<file path="src/include/fetch_settings.svh">
`ifndef FETCH_SETTINGS_SVH
`define FETCH_SETTINGS_SVH

// first fetch address out of reset
`define FETCH_RESET_PC 32'h1c000000

// stale response counter width
`define FETCH_DISCARD_W 2

// exception codes
`define FETCH_ECODE_ADEF 6'h08
`define FETCH_ECODE_INE 6'h0d

`endif

</file>
<file path="src/fetch_pkg.sv">
`default_nettype none

package fetch_pkg;

    // 3R format used by add.w and friends
    typedef struct packed {
        logic [16:0] opcode;
        logic [4:0]  rk;
        logic [4:0]  rj;
        logic [4:0]  rd;
    } inst_r3_t;

    // 2R plus 12-bit immediate
    typedef struct packed {
        logic [9:0]  opcode;
        logic [11:0] imm12;
        logic [4:0]  rj;
        logic [4:0]  rd;
    } inst_ri12_t;

    typedef union packed {
        inst_r3_t   r3;
        inst_ri12_t ri12;
    } inst_word_u;

    typedef enum logic [1:0] {
        OP_ADD_W  = 2'd0,
        OP_ADDI_W = 2'd1,
        OP_NONE   = 2'd2
    } dec_op_e;

    localparam logic [16:0] OPC_ADD_W  = 17'h00020;
    localparam logic [9:0]  OPC_ADDI_W = 10'h00a;

endpackage

`default_nettype wire

</file>
<file path="src/fetch_req.sv">
`timescale 1ns/10ps
`default_nettype none

`include "fetch_settings.svh"

module fetch_req (
    input  wire        clk,
    input  wire        rst,
    input  wire        redirect,
    input  wire [31:0] redirect_pc,
    output wire        inst_req,
    output wire [31:0] inst_addr,
    input  wire        inst_addr_ok,
    output wire        req_valid,
    output wire [31:0] req_pc,
    output wire        req_exc,
    input  wire        wait_ready
);
    logic        pc_valid;
    logic [31:0] pc;
    logic        aligned;
    logic        addr_hs;
    logic        xfer;

    assign aligned = pc[1:0] == 2'b00;

    // a redirect pulls back a request memory has not taken yet
    assign inst_req  = pc_valid && aligned && wait_ready && !redirect;
    assign inst_addr = pc;
    assign addr_hs   = inst_req && inst_addr_ok;

    // misaligned pc skips memory and goes down as an ADEF entry
    assign req_valid = pc_valid && (addr_hs || !aligned);
    assign req_pc    = pc;
    assign req_exc   = !aligned;
    assign xfer      = req_valid && wait_ready;

    always_ff @(posedge clk) begin
        if (rst) begin
            pc_valid <= 1'b0;
            pc       <= `FETCH_RESET_PC;
        end else begin
            // live from the first edge out of reset
            pc_valid <= 1'b1;
            if (redirect) begin
                pc <= redirect_pc;
            end else if (xfer) begin
                pc <= pc + 32'd4;
            end
        end
    end

    // SRAM-like rule holds the address until it is taken
    addr_hold: assert property (@(posedge clk) disable iff (rst)
        inst_req && !inst_addr_ok && !redirect |=>
            (inst_req || redirect) && $stable(inst_addr));

endmodule

`default_nettype wire

</file>
<file path="src/inst_wait.sv">
`timescale 1ns/10ps
`default_nettype none

`include "fetch_settings.svh"

module inst_wait (
    input  wire                   clk,
    input  wire                   rst,
    input  wire                   redirect,
    input  wire                   req_valid,
    input  wire [31:0]            req_pc,
    input  wire                   req_exc,
    output wire                   wait_ready,
    input  wire                   inst_addr_ok,
    input  wire                   inst_data_ok,
    input  wire [31:0]            inst_rdata,
    output wire                   wait_valid,
    output wire [31:0]            wait_pc,
    output fetch_pkg::inst_word_u wait_inst,
    output wire                   wait_exc,
    input  wire                   dec_ready
);
    import fetch_pkg::*;

    localparam logic [`FETCH_DISCARD_W-1:0] DISCARD_ONE =
        {{(`FETCH_DISCARD_W-1){1'b0}}, 1'b1};
    localparam logic [`FETCH_DISCARD_W-1:0] DISCARD_FULL = {`FETCH_DISCARD_W{1'b1}};

    logic                        ent_valid;
    logic                        ent_pend;
    logic                        ent_exc;
    logic [31:0]                 ent_pc;
    inst_word_u                  ent_inst;
    logic [`FETCH_DISCARD_W-1:0] discard;
    logic                        accept;
    logic                        leave;
    logic                        data_fresh;
    logic                        data_stale;
    logic                        stale_inc;

    // entry is done once its word is in, or right away for ADEF
    assign wait_valid = ent_valid && !ent_pend;
    assign wait_pc    = ent_pc;
    assign wait_inst  = ent_inst;
    assign wait_exc   = ent_exc;

    assign leave = wait_valid && dec_ready;

    // no new request while the stale counter is full
    assign wait_ready = (!ent_valid || leave) && (discard != DISCARD_FULL);
    assign accept     = req_valid && wait_ready;

    // responses return in order, so stale ones always come first
    assign data_stale = inst_data_ok && (discard != '0);
    assign data_fresh = inst_data_ok && (discard == '0) && ent_pend;

    // flushed entry still owed a response
    assign stale_inc = redirect && ent_pend && !data_fresh;

    always_ff @(posedge clk) begin
        if (rst) begin
            ent_valid <= 1'b0;
            ent_pend  <= 1'b0;
        end else if (redirect) begin
            ent_valid <= 1'b0;
            ent_pend  <= 1'b0;
        end else if (accept) begin
            ent_valid <= 1'b1;
            ent_pend  <= !req_exc;
        end else if (data_fresh) begin
            ent_pend <= 1'b0;
        end else if (leave) begin
            ent_valid <= 1'b0;
        end
    end

    always_ff @(posedge clk) begin
        if (accept) begin
            ent_pc  <= req_pc;
            ent_exc <= req_exc;
        end
        // word stays here until decode takes it
        if (data_fresh) begin
            ent_inst <= inst_rdata;
        end
    end

    // redirect and swallowed response on one edge cancel
    always_ff @(posedge clk) begin
        if (rst) begin
            discard <= '0;
        end else if (stale_inc && !data_stale) begin
            discard <= discard + DISCARD_ONE;
        end else if (data_stale && !stale_inc) begin
            discard <= discard - DISCARD_ONE;
        end
    end

    discard_no_overflow: assert property (@(posedge clk) disable iff (rst)
        stale_inc && !data_stale |-> discard != DISCARD_FULL);

    // every response must be owed to someone
    data_ok_owed: assert property (@(posedge clk) disable iff (rst)
        inst_data_ok |-> (discard != '0) || ent_pend);

    // aligned entries only arrive with the address handshake
    accept_on_addr_ok: assert property (@(posedge clk) disable iff (rst)
        accept && !req_exc |-> inst_addr_ok);

endmodule

`default_nettype wire

</file>
<file path="src/inst_decode.sv">
`timescale 1ns/10ps
`default_nettype none

`include "fetch_settings.svh"

module inst_decode (
    input  wire                        clk,
    input  wire                        rst,
    input  wire                        redirect,
    input  wire                        wait_valid,
    input  wire [31:0]                 wait_pc,
    input  wire fetch_pkg::inst_word_u wait_inst,
    input  wire                        wait_exc,
    output wire                        dec_ready,
    output logic                       out_valid,
    output logic [31:0]                out_pc,
    output fetch_pkg::dec_op_e         out_op,
    output logic [4:0]                 out_rd,
    output logic [4:0]                 out_rj,
    output logic [4:0]                 out_rk,
    output logic [31:0]                out_imm,
    output logic                       out_exc,
    output logic [5:0]                 out_ecode,
    input  wire                        out_ready
);
    import fetch_pkg::*;

    dec_op_e     op_n;
    logic [4:0]  rd_n;
    logic [4:0]  rj_n;
    logic [4:0]  rk_n;
    logic [31:0] imm_n;
    logic        exc_n;
    logic [5:0]  ecode_n;
    logic        take;

    assign dec_ready = !out_valid || out_ready;
    assign take      = wait_valid && dec_ready;

    always_comb begin
        // default is an unknown encoding
        op_n    = OP_NONE;
        rd_n    = wait_inst.r3.rd;
        rj_n    = wait_inst.r3.rj;
        rk_n    = 5'd0;
        imm_n   = 32'd0;
        exc_n   = 1'b1;
        ecode_n = `FETCH_ECODE_INE;
        if (wait_exc) begin
            // no word was fetched
            rd_n    = 5'd0;
            rj_n    = 5'd0;
            ecode_n = `FETCH_ECODE_ADEF;
        end else if (wait_inst.r3.opcode == OPC_ADD_W) begin
            op_n    = OP_ADD_W;
            rk_n    = wait_inst.r3.rk;
            exc_n   = 1'b0;
            ecode_n = 6'h00;
        end else if (wait_inst.ri12.opcode == OPC_ADDI_W) begin
            op_n    = OP_ADDI_W;
            imm_n   = {{20{wait_inst.ri12.imm12[11]}}, wait_inst.ri12.imm12};
            exc_n   = 1'b0;
            ecode_n = 6'h00;
        end
    end

    always_ff @(posedge clk) begin
        if (rst) begin
            out_valid <= 1'b0;
        end else if (redirect) begin
            out_valid <= 1'b0;
        end else if (take) begin
            out_valid <= 1'b1;
        end else if (out_ready) begin
            out_valid <= 1'b0;
        end
    end

    always_ff @(posedge clk) begin
        if (take) begin
            out_pc    <= wait_pc;
            out_op    <= op_n;
            out_rd    <= rd_n;
            out_rj    <= rj_n;
            out_rk    <= rk_n;
            out_imm   <= imm_n;
            out_exc   <= exc_n;
            out_ecode <= ecode_n;
        end
    end

endmodule

`default_nettype wire

</file>
<file path="src/fetch_frontend.sv">
`timescale 1ns/10ps
`default_nettype none

module fetch_frontend (
    input  wire                clk,
    input  wire                rst,
    input  wire                redirect,
    input  wire [31:0]         redirect_pc,
    output wire                inst_req,
    output wire [31:0]         inst_addr,
    input  wire                inst_addr_ok,
    input  wire                inst_data_ok,
    input  wire [31:0]         inst_rdata,
    output wire                out_valid,
    output wire [31:0]         out_pc,
    output fetch_pkg::dec_op_e out_op,
    output wire [4:0]          out_rd,
    output wire [4:0]          out_rj,
    output wire [4:0]          out_rk,
    output wire [31:0]         out_imm,
    output wire                out_exc,
    output wire [5:0]          out_ecode,
    input  wire                out_ready
);
    import fetch_pkg::*;

    wire        req_valid;
    wire [31:0] req_pc;
    wire        req_exc;
    wire        wait_ready;
    wire        wait_valid;
    wire [31:0] wait_pc;
    inst_word_u wait_inst;
    wire        wait_exc;
    wire        dec_ready;

    fetch_req u_fetch_req (
        .clk          (clk),
        .rst          (rst),
        .redirect     (redirect),
        .redirect_pc  (redirect_pc),
        .inst_req     (inst_req),
        .inst_addr    (inst_addr),
        .inst_addr_ok (inst_addr_ok),
        .req_valid    (req_valid),
        .req_pc       (req_pc),
        .req_exc      (req_exc),
        .wait_ready   (wait_ready)
    );

    inst_wait u_inst_wait (
        .clk          (clk),
        .rst          (rst),
        .redirect     (redirect),
        .req_valid    (req_valid),
        .req_pc       (req_pc),
        .req_exc      (req_exc),
        .wait_ready   (wait_ready),
        .inst_addr_ok (inst_addr_ok),
        .inst_data_ok (inst_data_ok),
        .inst_rdata   (inst_rdata),
        .wait_valid   (wait_valid),
        .wait_pc      (wait_pc),
        .wait_inst    (wait_inst),
        .wait_exc     (wait_exc),
        .dec_ready    (dec_ready)
    );

    inst_decode u_inst_decode (
        .clk        (clk),
        .rst        (rst),
        .redirect   (redirect),
        .wait_valid (wait_valid),
        .wait_pc    (wait_pc),
        .wait_inst  (wait_inst),
        .wait_exc   (wait_exc),
        .dec_ready  (dec_ready),
        .out_valid  (out_valid),
        .out_pc     (out_pc),
        .out_op     (out_op),
        .out_rd     (out_rd),
        .out_rj     (out_rj),
        .out_rk     (out_rk),
        .out_imm    (out_imm),
        .out_exc    (out_exc),
        .out_ecode  (out_ecode),
        .out_ready  (out_ready)
    );

endmodule

`default_nettype wire

</file>
<file path="config.mk">
export PLATFORM = sky130hd
export DESIGN_NAME = fetch_frontend
export DESIGN_NICKNAME = d
export VERILOG_FILES = /design/src/fetch_pkg.sv /design/src/fetch_req.sv /design/src/inst_wait.sv /design/src/inst_decode.sv /design/src/fetch_frontend.sv
export VERILOG_INCLUDE_DIRS = /design/src /design/src/include
export SDC_FILE = /design/constraint.sdc
export NUM_CORES = 1
export LEC_CHECK = 0
export ABC_AREA = 1
export BUFFER_PORTS_ARGS = -buffer_cell sky130_fd_sc_hd__buf_2
export CORE_UTILIZATION = 35
export CTS_BUF_LIST = sky130_fd_sc_hd__clkbuf_8 sky130_fd_sc_hd__clkbuf_16
export DETAILED_ROUTE_END_ITERATION = 12
export SLEW_MARGIN = 5
export SYNTH_ARGS = -nofsm -noshare
export SYNTH_HDL_FRONTEND = slang
export SYNTH_SLANG_ARGS = --single-unit
</file>
<file path="constraint.sdc">
create_clock -name clk -period 7.4 [get_ports clk]
set_clock_uncertainty 0.1 [all_clocks]
set_input_delay 1.48 -clock clk [delete_from_list [all_inputs] [get_ports clk]]
set_output_delay 1.48 -clock clk [all_outputs]
set_load 0.005 [all_outputs]
</file>
After elaboration in Yosys (flattened, before gate mapping)
Cells that the tools add are included.

storage, ports and cells
  bits in registers = 171
  output and inout bits = 122
  word-level logic and storage cells = 86

operators by class
  add/sub/neg operators = 3
  eq/ne operators = 4
  muxes and demuxes = 18
  bitwise logic cells = 2
  reductions and logical operators = 40

operators by type and width
  cell                                                                 number
  32-bit two-way mux                                                   2
  32-bit by 3-bit adder with 32-bit output (second input constant)     1
  17-bit by 6-bit == test with 1-bit output (second input constant)    1
  1-bit logical AND                                                    16
  2-bit nonzero test                                                   6
  10-bit by 4-bit == test with 1-bit output (second input constant)    1
  1-bit two-way mux                                                    10
  1-bit zero test                                                      8
  2-bit two-way mux                                                    4
  4-bit two-way mux                                                    2
  2-bit OR reduction                                                   3
  2-bit zero test                                                      2
  2-bit inequality test (second input constant)                        2
  1-bit logical OR                                                     3
  3-bit OR reduction                                                   1
  2-bit by 1-bit adder with 2-bit output (second input constant)       1
  1-bit inverter                                                       2
  2-bit AND reduction                                                  1
  2-bit by 1-bit subtractor with 2-bit output (second input constant)  1

Longest topological paths before layout
  depth in word-level cells = 13
  mapped depth = 12

By module
A second synthesis with hierarchy kept.

unflattened totals
  cells, all modules = 706
  area, all modules = 7270.7 um2

by module, submodules not included
  module       instances  cells each  area an instance (um2)
  fetch_req    1          425         2588.7
  inst_decode  1          173         2461.1
  inst_wait    1          108         2220.9

Least setup slack after synthesis
No wires, ideal clock.

  path kind = in2reg
  from = input inst_data_ok
  to = register u_inst_wait.discard[1]
  data arrival time = 3.807 ns
  required time = 7.178 ns
  setup slack = 3.371 ns
  stages = 8
  path through = nand2_1 -> nor2_1 -> nor3_1 -> ha_1 -> a21oi_1 -> o21ai_0 -> o21ai_0 -> a21oi_1

between the ends
  longest elaborated chain between the ends = 7
  elaborated cells on any way between the ends = 11
  classes of those cells = 1 x mux; 10 x reduce/logical

ends and longest elaborated chain
  what                                 line                  RTL
  start: declaration                   fetch_frontend.sv:12  input wire inst_data_ok,
  1-bit logical AND (*) (2 in series)  inst_wait.sv:55       assign data_fresh = inst_data_ok && (discard == '0) && ent_pend;
  via u_inst_wait.data_fresh           inst_wait.sv:37       logic data_fresh;
  1-bit zero test (*)                  inst_wait.sv:58       assign stale_inc = redirect && ent_pend && !data_fresh;
  1-bit logical AND (*)                inst_wait.sv:58
  1-bit zero test                      inst_wait.sv:94       end else if (data_stale && !stale_inc) begin
  1-bit logical AND                    inst_wait.sv:94
  2-bit nonzero test (no line)         n/a
  end signal: assignment               inst_wait.sv:93       discard <= discard + DISCARD_ONE;
  end signal: assignment               inst_wait.sv:95       discard <= discard - DISCARD_ONE;
  end: declaration                     inst_wait.sv:34       logic [`FETCH_DISCARD_W-1:0] discard;

Mark *: on every way through the listed nets, which the timed path passes. The rest lies on a longest branch.
A chain may end at the register's enable or synchronous reset.

Worst setup path after layout
  from = input out_ready
  to = output inst_req

between the ends
  longest elaborated chain between the ends = 6

ends and longest elaborated chain
  what                             line                  RTL
  start: declaration               fetch_frontend.sv:23  input wire out_ready
  1-bit logical OR                 inst_decode.sv:37     assign dec_ready = !out_valid || out_ready;
  1-bit logical AND                inst_wait.sv:47       assign leave = wait_valid && dec_ready;
  1-bit logical OR                 inst_wait.sv:50       assign wait_ready = (!ent_valid || leave) && (discard != DISCARD_FULL);
  1-bit logical AND                inst_wait.sv:50
  1-bit logical AND (2 in series)  fetch_req.sv:28       assign inst_req = pc_valid && aligned && wait_ready && !redirect;
  end: declaration                 fetch_frontend.sv:9   output wire inst_req,

No other way between the ends.

==> impl_metrics.tcl <==
set metrics [dict create \
    grtUsageTotal_pct 16.12 \
    synth_compound_area_share_pct 4.417 \
    slew_violations 0 \
    insertion_delay_ns 0.42 \
    synth_edf_count 127 \
    core_area_sq_um 19720 \
    r2r-start "u_fetch_req.inst_addr[2]" \
    required_ns 5.82 \
    hold_path_depth 0 \
    end_kind "output port" \
    viasPerCell 4.401 \
    worstPathArrival_ns 2.35 \
    critPathTopFamily "simple AND/OR/NAND/NOR gates" \
    cts_hold_buf 0 \
    status "completed" \
    synthTopCellsByCount "nand2_1 (183), edfxtp_1 (127), nor2_1 (95), inv_1 (73), dfxtp_1 (38)" \
    grt_pass1_wl_mm 24.65 \
    clock-root-buffer "clkbuf_16" \
    cp-start-kind "input port" \
    yosys.area_share.simple_pct 21.56 \
    grt-ovfl-total 0 \
    synth_area_per_cell_sq_um 10.09 \
    globalplace.congestion 0.8580 \
    die_h_microns 144.5 \
    synth_ff_type "edfxtp_1" \
    ff2ff_setup_slack_ns 5.23 \
    async_flop_share_pct 0 \
    start_util_pct 36.06 \
    power_density_nw_per_um2 241.8 \
    ys_types 36 \
    yosys.cell_count.top_type "nand2_1" \
    h-tree-depth 4 \
    synth.area.mux_share_pct 0 \
    holdCritStartpoint "u_inst_wait.wait_pc[12]" \
    wirelength_mm 16.29 \
    cts.sinks 165 \
    setup_slack_ns 3.470 \
    grt_pass1_vias 4467 \
    wl_per_cell_microns 14.11 \
    cts_tree "built" \
    synth_largest_area_cell "edfxtp_1" \
    crit_type "input port to output port" \
    synth_seq_cells 165 \
    yosys.area_share.adder_pct 0.3519 \
    final_antenna_net_count 0 \
    critical_path.max_fanout 4 \
    drc_errors 0 \
    dpl_worst_slack_ns 3.471 \
    critical_path.max_stage_delay_ns 0.20 \
    crit_slowest_cell "nor3_1" \
    io_buffer_count 188 \
    synth-xor-area-share_pct 0.7390 \
    dpl.hpwl_mm 11.88 \
    vias 5079 \
    clk_pin_slew_ns 0.06 \
    max_freq_ghz 0.2545 \
    synth_cells 705 \
    fin_hold_ws_ns 0.3168 \
    cap_violations 0 \
    worstMarginPinSlew_ns 0.6977 \
    period_share_pct 53.11 \
    ff2ff_path_depth 8 \
    seq_area_frac_synth_pct 64.33 \
    cts.path.max_buffers 2 \
    power.leakage_nw 3.563 \
    min_period_ns 3.930 \
    cp_num_buf_inv 3 \
    finalHoldViolations 0 \
    cts_inserted_buffers 17 \
    nNetsFinal 948 \
    grt_max_degree 53 \
    hold_path_end "u_inst_decode.out_pc[12]" \
    synth_top_area_share_pct 53.63 \
    worst_hold_path_type "flip-flop to flip-flop" \
    setup_viol 0 \
    antenna_found_initial 0 \
    yosysWarningCount 0 \
    cp_common_cell "nand2_1" \
    synthToLayoutAreaGrowth_pct 22.72 \
    drt_iter0_drc 244 \
    ioPinCount 192 \
    timing.setup.tns_ns 0 \
    drt_pass1_iterations 4 \
    r2r-end "u_fetch_req.inst_addr[18]" \
    die_w_microns 144.5 \
    n_antenna_cell 0 \
    peakVddDrop_v 0.0001392 \
    synth_top_family_by_area "simple AND/OR/NAND/NOR gates" \
    netlist_area_sq_um 7111 \
    cts_resized 0 \
    yosys-top-cells-area "edfxtp_1 (54%), dfxtp_1 (11%), nand2_1 (9.7%)" \
    rsz0062_at_grt "false" \
    slew_headroom_pct 53.49 \
    cts_setup_buffers 0 \
    fp-row-count 51 \
    dieArea_sq_um 20890 \
    crit_chain "buf_2 > inv_1 > nand2_1 > nand2_1 > nand2_2 > nand2_1 > nor3_1 > buf_2" \
    drive_gt1_share_pct 29.47 \
]
[flip-flops by register name, summed over array words and instances, names as in the netlist]
| signal | cells |
|---|---|
| u_fetch_req.inst_addr | 32 |
| u_fetch_req.pc_valid | 1 |
| u_inst_decode.out_ecode | 1 |
| u_inst_decode.out_exc | 1 |
| u_inst_decode.out_imm | 12 |
| u_inst_decode.out_op | 1 |
| u_inst_decode.out_pc | 32 |
| u_inst_decode.out_rd | 5 |
| u_inst_decode.out_rj | 5 |
| u_inst_decode.out_rk | 5 |
| u_inst_decode.out_valid | 1 |
| u_inst_wait.discard | 2 |
| u_inst_wait.ent_pend | 1 |
| u_inst_wait.ent_valid | 1 |
| u_inst_wait.wait_exc | 1 |
| u_inst_wait.wait_inst | 32 |
| u_inst_wait.wait_pc | 32 |
[through the flow]
stage | cells | total power [mW] | instance area [sq um] | util [%]
3_3_place_gp | 1122 | 1.250 | 8137 | 41.27
6_report | 1154 | 2.110 | 8726 | 44.25
3_5_place_dp | 1122 | 1.253 | 8137 | 41.27
4_1_cts | 1154 | 2.140 | 8726 | 44.25
2_1_floorplan | 707 | 1.182 | 7118 | -
5_1_grt | 1154 | 2.200 | 8726 | 44.25
[metal layers]
layer | routed length (microns) | GRT usage, % | vias up
met5 | 0 | 0 | -
met3 | 901 | 3.642 | 9
met1 | 7504 | 21.88 | 2294
met4 | 209 | 5.983 | 0
met2 | 7672 | 25.05 | 176
li1 | - | - | 2600
[layout by cell type (no fill, tap or decap), drive strengths merged, types with 4 or more instances in the layout]
master / instances
a21oi: 31
o21ai: 22
nand3: 33
clkinv: 14
buf: 191
nand2: 192
dfxtp: 38
nand4: 7
clkbuf: 17
nor3: 4
inv: 82
nor2: 110
edfxtp: 127
xor2: 4
[report_power, final]
| part | switching (mW) | leakage (nW) | internal (mW) | total [mW] |
|---|---|---|---|---|
| sequential | 0.0385 | 1.48 | 1.04 | 1.08 |
| combinational | 0.0896 | 1.79 | 0.0579 | 0.148 |
| clock | 0.353 | 0.301 | 0.527 | 0.880 |
[worst register-to-register path, delay by kind of cell, from the launching register on]
kind                     cells  cell delay [ns]
AO/OA/AOI/OAI                1             0.16
adder cells (fa/ha/maj)      1             0.48
AND/OR/NAND/NOR              5             0.71
buffers and inverters        1             0.03
flip-flops                   1             0.59
[layout make-up]
type | count | area [sq um]
inverter | 85 | 324.1
timing repair buffer | 191 | 963.4
tap | 265 | 331.6
clock buffer | 17 | 425.4
clock inverter | 15 | 163.9
fill | 1888 | 10990
sequential | 165 | 4574
multi-input combinational | 416 | 1943
[worst max path at each step]
stage                       startpoint                      to  cells after the start
after floorplan           inst_data_ok  u_inst_wait.discard[1]                      8
after global placement        redirect                inst_req                      3
after detailed placement     out_ready                inst_req                      8
after CTS                    out_ready                inst_req                      8
after global routing         out_ready                inst_req                      8
final                        out_ready                inst_req                      8
[cells by family (layout without fill, tap and decap cells)]
family,after synthesis,after routing
fa+ha+maj,2,2
xor+xnor,6,6
simple gates,349,349
buf+inv,126,308
compound gates,56,56
other cells,1,3
flops,165,165
Note: power is estimated with default switching activity, not from simulation.
